==> src/verilog/list_sel_pkg.sv <==
package list_sel_pkg;

    // ------------------------------
    // Sizing
    // ------------------------------

    // Number of queues served by the list selection subsystem
    parameter int LS_DEPTH = 8;

    // Width of the queue id carried in a selection result
    parameter int LS_QID_W = 3;

    // ------------------------------
    // List entries
    // ------------------------------

    // Load-balanced list entry, 55 bits wide to match the 8x55 register file
    // A higher pri value wins arbitration
    // The weight field is kept in the entry but takes no part in selection
    typedef struct packed {
        logic        vld;
        logic [2:0]  pri;
        logic [10:0] count;
        logic [31:0] tag;
        logic [7:0]  weight;
    } ldb_entry_t;

    // Directed list entry, 40 bits wide
    // Its tag is narrower than the load-balanced one
    typedef struct packed {
        logic        vld;
        logic [2:0]  pri;
        logic [10:0] count;
        logic [24:0] tag;
    } dir_entry_t;

    // ------------------------------
    // Selection result
    // ------------------------------

    // Which list won the selection for a queue
    typedef enum logic [1:0] {
        SRC_NONE = 2'd0,
        SRC_LDB  = 2'd1,
        SRC_DIR  = 2'd2
    } src_t;

    // Selection result, 51 bits wide
    // A directed tag is zero-extended into the 32-bit tag field
    // With src at SRC_NONE the pri, count and tag fields are all zero
    typedef struct packed {
        src_t                src;
        logic [LS_QID_W-1:0] qid;
        logic [2:0]          pri;
        logic [10:0]         count;
        logic [31:0]         tag;
    } sel_result_t;

endpackage

==> src/verilog/list_sel_mem.sv <==
`timescale 1ns/1ps

// List selection top level
// Two register files are read side by side and a picker merges the entries
module list_sel_mem #(
     parameter int DEPTH = list_sel_pkg::LS_DEPTH
) (
     input  logic                        clk
    ,input  logic                        rst_n

    // Load-balanced list write port
    ,input  logic                        ldb_we
    ,input  logic [$clog2(DEPTH)-1:0]    ldb_waddr
    ,input  list_sel_pkg::ldb_entry_t    ldb_wdata

    // Directed list write port
    ,input  logic                        dir_we
    ,input  logic [$clog2(DEPTH)-1:0]    dir_waddr
    ,input  list_sel_pkg::dir_entry_t    dir_wdata

    // Schedule request and its result
    ,input  logic                        sel_req
    ,input  logic [$clog2(DEPTH)-1:0]    sel_qid
    ,output logic                        sel_valid
    ,output list_sel_pkg::sel_result_t   sel_result
);

    // Entries read for the requested queue, valid the cycle after the request
    list_sel_pkg::ldb_entry_t ldb_rdata;
    list_sel_pkg::dir_entry_t dir_rdata;

    // ------------------------------
    // Register files
    // ------------------------------

    // One clock drives both ports of each register file
    list_sel_rf #(
         .DEPTH     (DEPTH)
        ,.entry_t   (list_sel_pkg::ldb_entry_t)
    ) u_ldb_rf (
         .wclk      (clk)
        ,.rst_n     (rst_n)
        ,.we        (ldb_we)
        ,.waddr     (ldb_waddr)
        ,.wdata     (ldb_wdata)
        ,.rclk      (clk)
        ,.re        (sel_req)
        ,.raddr     (sel_qid)
        ,.rdata     (ldb_rdata)
    );

    list_sel_rf #(
         .DEPTH     (DEPTH)
        ,.entry_t   (list_sel_pkg::dir_entry_t)
    ) u_dir_rf (
         .wclk      (clk)
        ,.rst_n     (rst_n)
        ,.we        (dir_we)
        ,.waddr     (dir_waddr)
        ,.wdata     (dir_wdata)
        ,.rclk      (clk)
        ,.re        (sel_req)
        ,.raddr     (sel_qid)
        ,.rdata     (dir_rdata)
    );

    // ------------------------------
    // Picker
    // ------------------------------

    list_sel_pick #(
         .DEPTH      (DEPTH)
    ) u_pick (
         .clk        (clk)
        ,.rst_n      (rst_n)
        ,.sel_req    (sel_req)
        ,.sel_qid    (sel_qid)
        ,.ldb_rdata  (ldb_rdata)
        ,.dir_rdata  (dir_rdata)
        ,.sel_valid  (sel_valid)
        ,.sel_result (sel_result)
    );

endmodule

==> src/verilog/list_sel_pick.sv <==
`timescale 1ns/1ps

// Picks one winner between the load-balanced and directed entries of a queue
// The entries come straight from the register files one cycle after the request
module list_sel_pick #(
     parameter int DEPTH = 8
) (
     input  logic                        clk
    ,input  logic                        rst_n

    ,input  logic                        sel_req
    ,input  logic [$clog2(DEPTH)-1:0]    sel_qid

    ,input  list_sel_pkg::ldb_entry_t    ldb_rdata
    ,input  list_sel_pkg::dir_entry_t    dir_rdata

    ,output logic                        sel_valid
    ,output list_sel_pkg::sel_result_t   sel_result
);

    // ------------------------------
    // Request alignment stage
    // ------------------------------

    // Request strobe and queue id delayed to line up with the read data
    logic                     req_q;
    logic [$clog2(DEPTH)-1:0] qid_q;

    // Eligibility of each list entry for the queue being selected
    logic ldb_elig;
    logic dir_elig;

    // Winning list and the result built from it, before the output register
    list_sel_pkg::src_t        pick_src;
    list_sel_pkg::sel_result_t pick_res;

    // The delayed request strobe clears on reset
    always_ff @(posedge clk) begin
        if (!rst_n) begin
            req_q <= 1'b0;
        end else begin
            req_q <= sel_req;
        end
    end

    always_ff @(posedge clk) begin
        qid_q <= sel_qid;
    end

    // ------------------------------
    // Selection rule
    // ------------------------------

    // An entry takes part only when it is valid and still has work queued
    assign ldb_elig = ldb_rdata.vld && (ldb_rdata.count != '0);
    assign dir_elig = dir_rdata.vld && (dir_rdata.count != '0);

    // Higher pri wins when both lists are eligible
    // On a pri tie the load-balanced list is preferred
    always_comb begin
        pick_src = list_sel_pkg::SRC_NONE;
        if (ldb_elig && dir_elig) begin
            if (dir_rdata.pri > ldb_rdata.pri) begin
                pick_src = list_sel_pkg::SRC_DIR;
            end else begin
                pick_src = list_sel_pkg::SRC_LDB;
            end
        end else if (ldb_elig) begin
            pick_src = list_sel_pkg::SRC_LDB;
        end else if (dir_elig) begin
            pick_src = list_sel_pkg::SRC_DIR;
        end
    end

    // ------------------------------
    // Result assembly
    // ------------------------------

    // Fields start at zero so a SRC_NONE result carries no pri, count or tag
    always_comb begin
        pick_res       = '0;
        pick_res.src   = pick_src;
        pick_res.qid   = list_sel_pkg::LS_QID_W'(qid_q);
        case (pick_src)
            list_sel_pkg::SRC_LDB: begin
                pick_res.pri   = ldb_rdata.pri;
                pick_res.count = ldb_rdata.count;
                pick_res.tag   = ldb_rdata.tag;
            end
            list_sel_pkg::SRC_DIR: begin
                pick_res.pri   = dir_rdata.pri;
                pick_res.count = dir_rdata.count;
                // The 25-bit directed tag is zero-extended into the upper tag bits
                pick_res.tag   = 32'(dir_rdata.tag);
            end
            default: begin
            end
        endcase
    end

    // ------------------------------
    // Output register
    // ------------------------------

    // sel_valid is a one-cycle pulse with no back-pressure
    always_ff @(posedge clk) begin
        if (!rst_n) begin
            sel_valid <= 1'b0;
        end else begin
            sel_valid <= req_q;
        end
    end

    // Result only loads on a live request so it holds between pulses
    always_ff @(posedge clk) begin
        if (req_q) begin
            sel_result <= pick_res;
        end
    end

    // ------------------------------
    // Assertions
    // ------------------------------

    // Neither entry eligible must come out one edge later as an empty result
    assert property (
        @(posedge clk) disable iff (!rst_n)
        (req_q && !ldb_elig && !dir_elig) |=>
            (sel_valid && (sel_result.src == list_sel_pkg::SRC_NONE)
                       && (sel_result.count == '0))
    ) else $error("list_sel_pick: empty selection without zero count");

    // Any winner reported on the output must carry work
    assert property (
        @(posedge clk) disable iff (!rst_n)
        (sel_valid && (sel_result.src != list_sel_pkg::SRC_NONE)) |->
            (sel_result.count != '0)
    ) else $error("list_sel_pick: winning result with zero count");

endmodule

==> src/verilog/list_sel_rf.sv <==
`timescale 1ns/1ps

// Two-port register file holding one entry per queue
// The same module stores both list types through the entry_t type parameter
module list_sel_rf #(
     parameter int  DEPTH   = 8
    ,parameter type entry_t = logic [54:0]
) (
     input  logic                     wclk
    ,input  logic                     rst_n
    ,input  logic                     we
    ,input  logic [$clog2(DEPTH)-1:0] waddr
    ,input  entry_t                   wdata

    ,input  logic                     rclk
    ,input  logic                     re
    ,input  logic [$clog2(DEPTH)-1:0] raddr

    ,output entry_t                   rdata
);

    // ------------------------------
    // Storage
    // ------------------------------

    // Array contents survive reset and only the read data register clears
    entry_t mem [DEPTH];

    // Read-side reset after the two-flop synchronizer
    logic [1:0] rd_rst_sync;
    logic       rd_rst_n;

    // ------------------------------
    // Read-side reset synchronizer
    // ------------------------------

    // The external reset is retimed into the rclk domain through two flops
    // The read data register therefore leaves reset two rclk edges after rst_n rises
    // Reads issued before that point still return zero
    always_ff @(posedge rclk) begin
        rd_rst_sync <= {rd_rst_sync[0], rst_n};
    end

    assign rd_rst_n = rd_rst_sync[1];

    // ------------------------------
    // Write port
    // ------------------------------

    // A write strobe seen at a rising wclk edge stores wdata at that edge
    // There is no handshake and the caller owns the strobe timing
    always_ff @(posedge wclk) begin
        if (we) begin
            mem[waddr] <= wdata;
        end
    end

    // ------------------------------
    // Read port
    // ------------------------------

    // The addressed entry lands in rdata at the edge that samples re
    // It then holds until the next read strobe
    // A same-edge write to the same address is not forwarded, so the old entry is returned
    always_ff @(posedge rclk) begin
        if (!rd_rst_n) begin
            rdata <= '0;
        end else if (re) begin
            rdata <= mem[raddr];
        end
    end

    // ------------------------------
    // Assertions
    // ------------------------------

    // Write address must be known whenever the write strobe is up
    assert property (
        @(posedge wclk) disable iff (!rst_n)
        we |-> !$isunknown(waddr)
    ) else $error("list_sel_rf: unknown write address with we high");

    // Write address must select a real row
    assert property (
        @(posedge wclk) disable iff (!rst_n)
        we |-> (waddr < DEPTH)
    ) else $error("list_sel_rf: write address %0d out of range", waddr);

    // Read address must select a real row once the read side is out of reset
    assert property (
        @(posedge rclk) disable iff (!rd_rst_n)
        re |-> (raddr < DEPTH)
    ) else $error("list_sel_rf: read address %0d out of range", raddr);

endmodule
==> config.mk <==
export PLATFORM = sky130hd
export DESIGN_NAME = list_sel_mem
export DESIGN_NICKNAME = d
export VERILOG_FILES = /design/src/verilog/list_sel_pkg.sv /design/src/verilog/list_sel_mem.sv /design/src/verilog/list_sel_pick.sv /design/src/verilog/list_sel_rf.sv
export SDC_FILE = /design/constraint.sdc
export NUM_CORES = 1
export LEC_CHECK = 0
export ABC_CLOCK_PERIOD_IN_PS = 6800
export BUFFER_PORTS_ARGS = -buffer_cell sky130_fd_sc_hd__buf_4
export CAP_MARGIN = 20
export CORE_MARGIN = 8
export CORE_UTILIZATION = 55
export CTS_BUF_LIST = sky130_fd_sc_hd__clkbuf_16
export DETAILED_ROUTE_END_ITERATION = 8
export GPL_ROUTABILITY_DRIVEN = 0
export PLACE_DENSITY_LB_ADDON = 0.08
export SETUP_SLACK_MARGIN = 0.3
export SYNTH_ARGS = -nofsm -noshare
export SYNTH_HDL_FRONTEND = slang
export SYNTH_SLANG_ARGS = --single-unit
==> constraint.sdc <==
create_clock -name clk -period 6.8 [get_ports clk]
set_clock_uncertainty 0.05 [all_clocks]
set_input_delay 1.36 -clock clk [delete_from_list [all_inputs] [get_ports clk]]
set_output_delay 1.36 -clock clk [all_outputs]
set_load 0.01 [all_outputs]
Word level (Yosys, flattened, before mapping)

Memory sizes are Yosys's and may differ from the RTL's. A register that Yosys moved wholly into a read port is not among the register bits.
Index checks and enable logic that the tools add are counted.

Register bits: 60
Memory bits (writable): 760
Output and inout port bits: 52
Word-level logic and storage cells: 31
Memories: 2

Memory list:

| memory       | words | bits a word | rd ports | clocked after memory_dff | write ports | RTL line          | source |
|---|---|---|---|---|---|---|---|
| u_ldb_rf.mem | 8     | 55          | 1        | 1                        | 1           | list_sel_rf.sv:27 | `entry_t mem [DEPTH];` |
| u_dir_rf.mem | 8     | 40          | 1        | 1                        | 1           | list_sel_rf.sv:27 |  |

Magnitude comparators: 1
Equal/unequal tests: 2
Multiplexer cells: 9
Reductions and logical operators: 7

Operators with widths:

| operator                                       | count |
|---|---|
| one-hot mux 46 bit (2 select lines)            | 1 |
| nonzero test 11 bit                            | 2 |
| two-way mux 2 bit                              | 4 |
| two-way mux 1 bit                              | 4 |
| greater-than comparator 3 bit                  | 1 |
| logical AND 1 bit                              | 3 |
| == test 2 x 1 -> 1 bit (second input constant) | 1 |
| == test 2 bit (second input constant)          | 1 |
| logical NOT 1 bit                              | 2 |

Logic depth before layout (Yosys ltp)

Gate-level depths: netlist (run 1).

Word-level depth: 7
Mapped depth: 7
Mapped depth without buffers: 6

Hierarchy

A second synthesis (run 1) with hierarchy kept.

Cells, all modules: 1,916
Area total of the unflattened synthesis: 34,660.7 um^2

Modules (own cells, without submodules):

| module                 | instances | cells each | area an instance (um^2) | seq. area each (um^2) |
|---|---|---|---|---|
| list_sel_rf (u_ldb_rf) | 1         | 1,019      | 18,655.4                | 14,353.8 |
| list_sel_rf (u_dir_rf) | 1         | 746        | 13,629.3                | 10,450.0 |
| list_sel_pick          | 1         | 151        | 2,376.0                 | 1,631.6 |

Worst setup path before layout (run 1)

No wires, ideal clock.

Path kind: in2reg
Start: input port ldb_waddr[1]
End: memory u_ldb_rf.mem[0][10] in the netlist's numbering, enable pin
Arrival time: 4.751 ns
Required time: 6.240 ns
Slack: 1.489 ns
Stages: 2
Buffers on the path: 0
Path through: nand2b_1 -> nor3_1

RTL lines:

| element         | RTL line           | source |
|---|---|---|
| start, declared | list_sel_mem.sv:13 | `,input logic [$clog2(DEPTH)-1:0] ldb_waddr` |
| end, declared   | list_sel_rf.sv:27  |  |

No word-level cell before the write port.

==> flow_summary.yaml, run 1 <==
logic_synthesis:
  async_flop_share_pct: 0
  yosys_register_bits: 841
  syn_nets: 1586
  seq_area_frac_synth_pct: 78.2
  yosysTopAreaCell: "edfxtp_1"
  yosysWarningCount: 0
  synth_cell_types: 35
  synth_top_cell_area_share_pct: 72.1
  synth-xor-area-share_pct: 0
  syn_area_um2: 31100
  synth_fa_ha_area_share_pct: 0.121
  synth_edf_count: 747
  syn_inst: 1474
  synthFlopType: "edfxtp_1"
  synth_compound_area_share_pct: 4.23
  yosys.area_share.simple_pct: 0.832
  synth_common_cells: "edfxtp_1, mux4_2, dfxtp_1"
  synth_area_per_cell_um2: 21.1
  synth_top_family_by_area: "multiplexers"
  synthMuxAreaShare_pct: 15.4
  synth_top_cells_by_area: "edfxtp_1, mux4_2, dfxtp_1"
  synth.most_common_cell: "edfxtp_1"
pwr:
  power_density_nw_per_um2: 304
  ir_worst_vdd_mv: 0.242
  p_leak_nw: 12.1
global_routing:
  grt_use_total_pct: 20.0
  grt_pass1_wl_um: 96000
  grt_overflow: 0
  antenna_found_initial: 5
  grt_max_degree: 89
  grt_pass1_vias: 15500
finish:
  drive_gt1_share_pct: 28.2
  fin_area_um2: 35900
  fill_cells: 3930
  fin_util_pct: 63.9
  final_net_count: 1769
  area_delta_synth_final_pct: 15.4
timing:
  finalHoldViolCount: 0
  slew_headroom_pct: 30.3
  fmax_ghz: 0.307
  maxSlewViolCount: 0
  period_share_pct: 47.9
  min_period_ns: 3.26
  setup-violations-final: 0
  final.setup.tns_ns: 0
  fin_hold_ws_ns: 0.275
  rsz0062_at_grt: "no"
  tightest_slew_ns: 1.04
setup_path:
  r2r_start: "u_ldb_rf.rdata[52]$_SDFFE_PN0P_"
  startpoint: "sel_qid[0]"
  critPathMaxStageDelay_ns: 0.69
  start_kind: "input port"
  crit_family: "buffers and inverters"
  path_max_fanout: 83
  critical_path.endpoint_type: "register"
  critPathBufInv: 2
  crit_chain: "buf_8 -> buf_4 -> mux4_2 -> mux2i_1 -> a21oi_1"
  critPathRequiredTime_ns: 7.21
  arrival_ns: 3.67
  cp_slowest_cell: "buf_8"
  setup.worst_path.class: "input port to register"
drt:
  first_iter_violations: 910
  dr_total_vias: 14600
  wl_per_cell_um: 25.7
  ant_nets: 0
  dr.pass1.iters: 4
  drc_errors: 0
  drt-total-wl_um: 63900
  via_per_inst: 5.87
clock_network:
  path_clk_slew_ns: 0.06
  clockBufferDepth: 3
  h-tree-depth: 3
  worst_skew_pair.late_latency_ns: 0.62
  cts_hold_buffers: 0
  clkSinkCount: 841
  cts_tree: "done"
  cts_resized: 0
  cts_buffers: 85
  cts_setup_buffers: 0
  clk_root_buffer_cell: "clkbuf_16"
die:
  dieWidth_um: 254
  die_h_um: 254
  initial_core_util_pct: 55.4
  pin_count: 161
  core-area_um2: 56200
  die-area_um2: 64400
  row_count: 87
worst_hold_path:
  holdCritStartpoint: "u_dir_rf.rd_rst_sync[0]$_DFF_P_"
  hold_path.class: "register to register"
placed_design:
  dp_hpwl_um: 34100
  place_area_um2: 33200
  io_buffers: 152
flow_run:
  drv_cap: 0
status:
  outcome: "finished, final reports clean"
[final timing paths]
kind / end / slack (ns) / cells after the start
hold reg to reg: u_dir_rf.rd_rst_sync[1]$_DFF_P_ / 0.27 / 0
setup / recovery: u_ldb_rf.rdata[12]$_SDFFE_PN0P_ / 3.54 / 5
setup reg to reg: u_pick.sel_result[7]$_DFFE_PP_ / 3.80 / 7
hold / removal: u_dir_rf.rd_rst_sync[1]$_DFF_P_ / 0.27 / 0
[report_power, final]
group          total (mW)  internal, mW  switching, mW
registers            5.90          5.83         0.0697
logic               0.617         0.268          0.349
clock network        4.39          2.55           1.84
[sequential cells by signal (all words and copies together), names as in the netlist]
| name | cells |
|---|---|
| u_ldb_rf.mem | 376 |
| u_dir_rf.mem | 320 |
| u_pick.sel_result | 51 |
| u_ldb_rf.rdata | 47 |
| u_dir_rf.rdata | 40 |
| u_pick.qid_q | 3 |
| u_dir_rf.rd_rst_sync | 2 |
| u_pick.req_q | 1 |
| u_pick.sel_valid | 1 |
[area by class of cell]
class | count | area [µm²] | share of cell area, %
Tap cell | 756 | 946 | 2.63
Inverter | 9 | 33.8 | 0.0941
Sequential cell | 841 | 24300 | 67.7
Multi-Input combinational cell | 539 | 6520 | 18.2
Antenna cell | 4 | 10.0 | 0.0279
Clock buffer | 89 | 2230 | 6.20
Timing Repair Buffer | 181 | 1410 | 3.93
Clock inverter | 70 | 443 | 1.23
[routing by layer]
metal | GRT usage (%) | routed length (µm) | up-vias
li1 | - | - | 6490
met1 | 27.6 | 27700 | 7678
met2 | 32.4 | 31400 | 365
met3 | 3.98 | 3460 | 78
met4 | 6.16 | 1310 | 2
met5 | 0 | 13 | -
[cells by family after synthesis]
kind of cell	after synthesis
AND/OR/NAND/NOR	50
flip-flops	841
AO/OA/AOI/OAI	225
multiplexers	261
buffers and inverters	94
adder cells (fa/ha/maj)	3
[stage by stage]
stage | power, mW | setup WS [ns] | std cells
final | 10.9 | 3.54 | 2489
after global routing | 11.3 | 3.30 | 2488
after CTS | 11.0 | 3.47 | 2484
after detailed placement | 6.63 | 2.82 | 2325
after global placement | 6.61 | 2.80 | 2325
after floorplan | 6.36 | 1.49 | 1474
[worst reg2reg max path, delay by kind of cell, from the launching register on]
family,cells,cell delay [ns]
compound gates,3,1.60
flops,1,0.39
buf+inv,2,0.32
fa+ha+maj,1,0.30
simple gates,1,0.18
[cell usage in the layout (no fill, tap or decap), types with 5 or more instances in the layout]
master     netlist  layout
a22o_1          33      33
mux2i_1         87      87
bufinv_16        0       5
clkinv_1         0      16
inv_1            9      42
edfxtp_1       747     747
and2_1           9       9
nand2b_1         6       6
buf_4            4     175
nor2_4           0      12
o21ai_0         87      87
mux4_2         174     174
a21oi_1         87      87
clkinv_2         0      12
nand2_1         10      10
clkbuf_16        0      89
dfxtp_1         94      92
No activity file was read; power rests on OpenSTA's default activity.
==> run 2: changes to the inputs <==
--- a/config.mk
+++ b/config.mk
@@ -5,7 +5,7 @@
 export SDC_FILE = /design/constraint.sdc
 export NUM_CORES = 1
 export LEC_CHECK = 0
-export ABC_CLOCK_PERIOD_IN_PS = 6800
+export ABC_CLOCK_PERIOD_IN_PS = 2720
 export BUFFER_PORTS_ARGS = -buffer_cell sky130_fd_sc_hd__buf_4
 export CAP_MARGIN = 20
 export CORE_MARGIN = 8
==> constraint.sdc (replaced) <==
create_clock -name clk -period 2.72 [get_ports clk]
set_clock_uncertainty 0.05 [all_clocks]
set_input_delay 0.544 -clock clk [delete_from_list [all_inputs] [get_ports clk]]
set_output_delay 0.544 -clock clk [all_outputs]
set_load 0.01 [all_outputs]
==> run 2 against run 1 <==
  * Register-to-register slack worse by 3.4 ns
  * Combinational power rose to 2.7 times the previous value
  * Count of clock-buffer cells in the layout down 2
  * Worst hold slack worse by 0.16 ns
  * Sequential share of layout area down 1.0 points
  * Setup slack worse by 3.1 ns
  * Sequential power rose to 2.5 times the previous value
  * Utilization up 0.99 points
  * Design area up 1.6%
  * Clock power up 140%
  * Global-route usage up 0.21 points
==> flow_summary.yaml, run 2 (synthesis gave the netlist of run 1 again) <==
global_routing:
  antenna_found_initial: 5
  grt_overflow: 0
  grt_pass1_wl_um: 96800
  grt_pass1_vias: 15700
  grt_max_degree: 88
  grt_use_total_pct: 20.2
placed_design:
  place_area_um2: 33900
  place_ws_ns: 0.441
  io_buffers: 152
  dp_hpwl_um: 37300
finish:
  fin_area_um2: 36500
  area_delta_synth_final_pct: 17.2
  largestRegisters: "u_ldb_rf.mem x376, u_dir_rf.mem x320, u_pick.sel_result x51"
  largest_register_ffs: 376
  top_register: "u_ldb_rf.mem"
  final_cell_mix: "edfxtp_1, buf_4, mux4_2, dfxtp_1"
  drive_gt1_share_pct: 29.8
  fin_util_pct: 64.9
  final_net_count: 1804
  layout_commonest_cell: "edfxtp_1"
die:
  die-area_um2: 64400
  dieWidth_um: 254
  die_h_um: 254
  pin_count: 161
  core-area_um2: 56200
  initial_core_util_pct: 55.4
  row_count: 87
timing:
  fmax_ghz: 0.433
  tightest_slew_ns: 0.688
  setup_slack_ns: 0.411
  min_period_ns: 2.31
  slew_headroom_pct: 54.1
  period_share_pct: 84.9
  maxSlewViolCount: 0
  rsz0062_at_grt: "no"
  finalHoldViolCount: 0
  setup-violations-final: 0
setup_path:
  critical_path.endpoint_type: "register"
  crit_chain: "or4_4 -> o31ai_4 -> o21a_2 -> buf_12 -> a22o_1"
  path_max_fanout: 36
  start_kind: "register"
  arrival_ns: 2.73
  cp_slowest_cell: "or4_4"
  critPathMaxStageDelay_ns: 0.56
  setup.worst_path.class: "register to register"
  critPathRequiredTime_ns: 3.14
pwr:
  sw_frac_of_total_pct: 20.9
  pwr-share-comb_pct: 6.1
  p_int_mw: 21.4
  power_density_nw_per_um2: 740
  ir_worst_vdd_mv: 0.559
  p_switching_mw: 5.64
  p_leak_nw: 12.3
  clkPwrFrac_pct: 39.3
  sequentialPowerShare_pct: 54.6
drt:
  dr.pass1.iters: 5
  first_iter_violations: 1099
  dr_total_vias: 14700
  drc_errors: 0
  drt-total-wl_um: 64900
  wl_per_cell_um: 25.8
  via_per_inst: 5.85
  ant_nets: 0
clock_network:
  clkSinkCount: 841
  cts_tree: "done"
  clockBufferDepth: 3
  path_clk_slew_ns: 0.06
  worst_skew_pair.late_latency_ns: 0.61
  h-tree-depth: 3
  cts_buffers: 82
  cts_setup_buffers: 0
  clk_root_buffer_cell: "clkbuf_16"
flow_run:
  drv_cap: 0
worst_hold_path:
  hold_path.class: "input port to register"
status:
  outcome: "finished, final reports clean"
[run 2: final cells by class]
| cell class | count | area (µm²) |
|---|---|---|
| sequential | 841 | 24300 |
| fill | 3861 | 19700 |
| multi-input combinational | 539 | 6550 |
| clock buffer | 87 | 2180 |
| timing repair buffer | 219 | 2090 |
| tap | 756 | 946 |
| clock inverter | 63 | 350 |
| inverter | 9 | 33.8 |
| antenna | 2 | 5.00 |
[run 2: path summary, 6_finish.rpt]
check,start,endpoint,slack [ns],cells after the start
max reg2reg,u_dir_rf.rdata[25]$_SDFFE_PN0P_,u_pick.sel_result[13]$_DFFE_PP_,0.41,5
min,ldb_wdata[30],u_ldb_rf.mem[0][30]$_DFFE_PP_,0.11,1
min reg2reg,u_dir_rf.rd_rst_sync[0]$_DFF_P_,u_dir_rf.rd_rst_sync[1]$_DFF_P_,0.29,0
max,u_dir_rf.rdata[25]$_SDFFE_PN0P_,u_pick.sel_result[13]$_DFFE_PP_,0.41,5
[run 2: power by group through the flow]
| stage | logic, mW | clock network (mW) | registers [mW] |
|---|---|---|---|
| after floorplan | 0.926 | 0 | 15.0 |
| after global placement | 1.64 | 0 | 15.0 |
| after detailed placement | 1.68 | 0 | 15.0 |
| after CTS | 1.68 | 10.8 | 14.8 |
| after global routing | 1.78 | 11.3 | 14.8 |
| final | 1.65 | 10.6 | 14.8 |
[run 2: critical path: cells and delay by family (launching register included)]
family | cells | cell delay (ns)
buf+inv | 1 | 0.25
compound gates | 3 | 0.95
simple gates | 1 | 0.56
flops | 1 | 0.35
[run 2: repair_timing]
action | CTS | global route
hold buffers | 1 | 0
gates resized for setup | 0 | 1
endpoints found under the hold margin | 1 | 0
endpoints found under the setup margin | 0 | 1
[run 2: metrics by stage]
| stage | hold WS (ns) | TNS (ns) | std cells | power, mW |
|---|---|---|---|---|
| after floorplan | 0.260 | -13.69 | 1474 | 15.9 |
| after global placement | 0.262 | 0 | 2363 | 16.6 |
| after detailed placement | 0.284 | 0 | 2363 | 16.7 |
| after CTS | 0.0787 | 0 | 2514 | 27.2 |
| after global routing | 0.0922 | 0 | 2514 | 27.9 |
| final | 0.115 | 0 | 2516 | 27.0 |
[run 2: layer usage]
metal / vias to the layer above / global-route usage, % / part of all wire [%]
li1: 6555 / - / -
met1: 7712 / 28.2 / 43
met2: 366 / 33.2 / 50
met3: 78 / 3.63 / 5.2
met4: 6 / 5.38 / 1.7
met5: - / 0 / 0.063
==> run 3: changes to the inputs <==
--- a/config.mk
+++ b/config.mk
@@ -5,7 +5,7 @@
 export SDC_FILE = /design/constraint.sdc
 export NUM_CORES = 1
 export LEC_CHECK = 0
-export ABC_CLOCK_PERIOD_IN_PS = 2720
+export ABC_CLOCK_PERIOD_IN_PS = 2000
 export BUFFER_PORTS_ARGS = -buffer_cell sky130_fd_sc_hd__buf_4
 export CAP_MARGIN = 20
 export CORE_MARGIN = 8
==> constraint.sdc (replaced) <==
create_clock -name clk -period 2 [get_ports clk]
set_clock_uncertainty 0.05 [all_clocks]
set_input_delay 0.4 -clock clk [delete_from_list [all_inputs] [get_ports clk]]
set_output_delay 0.4 -clock clk [all_outputs]
set_load 0.01 [all_outputs]
==> run 3 against run 2 <==
  * The run now ends with setup timing left
  * Power is 40% higher
  * Design area is 4.8% higher
  * Largest cell class unchanged
  * Routed wire length rose by 1.9%
  * Largest power group unchanged
  * Non-clock buffer count rose by 151
  * Highest routed layer unchanged
  * Critical path type unchanged
  * Worst hold slack got worse by 0.014 ns
  * Critical path depth is 1 higher
  * Setup slack lost 0.46 ns
  * Clock power rose by 42%
  * Sequential power is 36% higher
  * Combinational power is 64% higher
==> flow_summary.yaml, run 3 (synthesis gave the netlist of run 1 again) <==
global_routing:
  grt_pass1_wl_um: 99600
  grt_max_degree: 63
  grt_use_total_pct: 20.7
  met2_usage_pct: 33.9
  grtUsageMet3_pct: 3.17
  grt_pass1_vias: 16300
  grt_overflow: 0
  antenna_found_initial: 1
  grtUsageMet1_pct: 28.9
  top_usage_layer: "met2"
die:
  die_h_um: 254
  pin_count: 161
  row_count: 87
  core-area_um2: 56200
  die-area_um2: 64400
  dieWidth_um: 254
  initial_core_util_pct: 55.4
clock_network:
  clockBufferDepth: 3
  h-tree-depth: 3
  worst_skew_pair.late_latency_ns: 0.61
  clk_root_buffer_cell: "clkbuf_16"
  cts_tree: "done"
  path_clk_slew_ns: 0.06
  clkSinkCount: 841
  cts_buffers: 83
setup_path:
  reg2reg_slack_ns: -0.05
  start_kind: "register"
  setup.worst_path.class: "register to register"
  r2r_start: "u_dir_rf.rdata[25]$_SDFFE_PN0P_"
  critPathRequiredTime_ns: 2.43
  path_max_fanout: 21
  reg2reg_to: "u_pick.sel_result[12]$_DFFE_PP_"
  critical_path.endpoint_type: "register"
  reg2regPathDepth: 6
  arrival_ns: 2.48
finish:
  fin_util_pct: 68.1
  top_register: "u_ldb_rf.mem"
  fin_area_um2: 38200
  drive_gt1_share_pct: 32.0
  final_cell_mix: "edfxtp_1, buf_4, mux4_2, dlygate4sd3_1, clkbuf_16"
  largest_register_ffs: 376
  antennaDiodeCount: 0
  area_delta_synth_final_pct: 22.9
  largestRegisters: "u_ldb_rf.mem x376, u_dir_rf.mem x320, u_pick.sel_result x51"
  final_net_count: 1958
  fin_cells: 2666
  layout_commonest_cell: "edfxtp_1"
flow_run:
  drv_cap: 0
timing:
  min_period_ns: 2.05
  fin_hold_ws_ns: 0.101
  maxSlewViolCount: 0
  finalHoldViolCount: 0
  setup_slack_ns: -0.0493
  final.setup.tns_ns: -0.855
  setup-violations-final: 35
  slew_headroom_pct: 56.3
  fmax_ghz: 0.488
  tightest_slew_ns: 0.654
  rsz0062_at_grt: "yes"
  period_share_pct: 102
drt:
  ant_nets: 0
  dr.pass1.iters: 5
  wl_per_cell_um: 24.8
  drt-total-wl_um: 66100
  drc_errors: 0
  dr_total_vias: 15400
  via_per_inst: 5.77
  first_iter_violations: 1180
placed_design:
  place_ws_ns: -0.147
  io_buffers: 152
  dp_hpwl_um: 38100
  place_area_um2: 34500
  dpl.cell_count: 2416
worst_hold_path:
  holdCritStartpoint: "sel_req"
  holdPathStages: 2
  whs_endpoint: "u_dir_rf.rdata[13]$_SDFFE_PN0P_"
  hold_path.class: "input port to register"
pwr:
  power_mw: 37.7
  p_leak_nw: 13.2
  ir_worst_vdd_mv: 0.764
  power_density_nw_per_um2: 988
status:
  violations: "setup timing"
  outcome: "finished with violations"
[run 3: cell types whose count changed in the layout (fill, tap and decap cells not counted), sizes merged]
cell,change
diode,-2
buf,+61
a21oi,+2
dlygate4sd3,+90
bufinv,+3
clkinv,+4
clkinvlp,-2
inv,-8
clkbuf,+2
[run 3: worst max-delay path by stage]
stage	from	end	slack, ns
finish	u_dir_rf.rdata[25]$_SDFFE_PN0P_	u_pick.sel_result[12]$_DFFE_PP_	-0.05
global route	u_dir_rf.rdata[25]$_SDFFE_PN0P_	u_pick.sel_result[14]$_DFFE_PP_	-0.09
CTS	u_dir_rf.rdata[28]$_SDFFE_PN0P_	u_pick.sel_result[15]$_DFFE_PP_	-0.001
detailed placement	u_ldb_rf.rdata[53]$_SDFFE_PN0P_	u_pick.sel_result[15]$_DFFE_PP_	-0.15
global placement	u_ldb_rf.rdata[52]$_SDFFE_PN0P_	u_pick.sel_result[43]$_DFFE_PP_	-0.11
floorplan	ldb_waddr[1]	u_ldb_rf.mem[0][10]$_DFFE_PP_	-0.23
[run 3: layer usage]
layer	vias to the layer above	routed length, µm	share of wire (%)
met5	-	14	0.021
met4	2	1500	2.3
met3	90	3270	4.9
met2	413	33000	50
met1	8038	28400	43
li1	6850	-	-
[run 3: area by class of cell]
| cell class | instances | area [µm²] |
|---|---|---|
| Tap cell | 756 | 946 |
| Timing Repair Buffer | 370 | 3580 |
| Inverter | 9 | 33.8 |
| Clock inverter | 60 | 410 |
| Clock buffer | 89 | 2230 |
| Multi-Input combinational cell | 541 | 6710 |
| Fill cell | 3690 | 17900 |
| Sequential cell | 841 | 24300 |
[run 3: where the power goes]
part	switching, mW	total [mW]	leakage [nW]	internal (mW)
clock	6.23	15.0	1.37	8.75
combinational	1.37	2.71	4.16	1.34
sequential	0.240	20.1	7.62	19.8
[run 3: worst max-delay path, stage by stage, from the launching register on]
cell,delay [ns]
dfxtp_1,0.31
or4_4,0.54
o31ai_4,0.33
buf_4,0.17
o21a_4,0.16
buf_12,0.17
a22o_1,0.17
[run 3: timing repair]
| item | CTS | global route |
|---|---|---|
| buffers inserted | 8 | 0 |
| gates cloned | 2 | 0 |
| setup endpoints to repair | 61 | 61 |
| gates resized for setup | 25 | 9 |
| hold endpoints to repair | 702 | 0 |
| pin swaps | 4 | 3 |
| hold buffers | 91 | 0 |
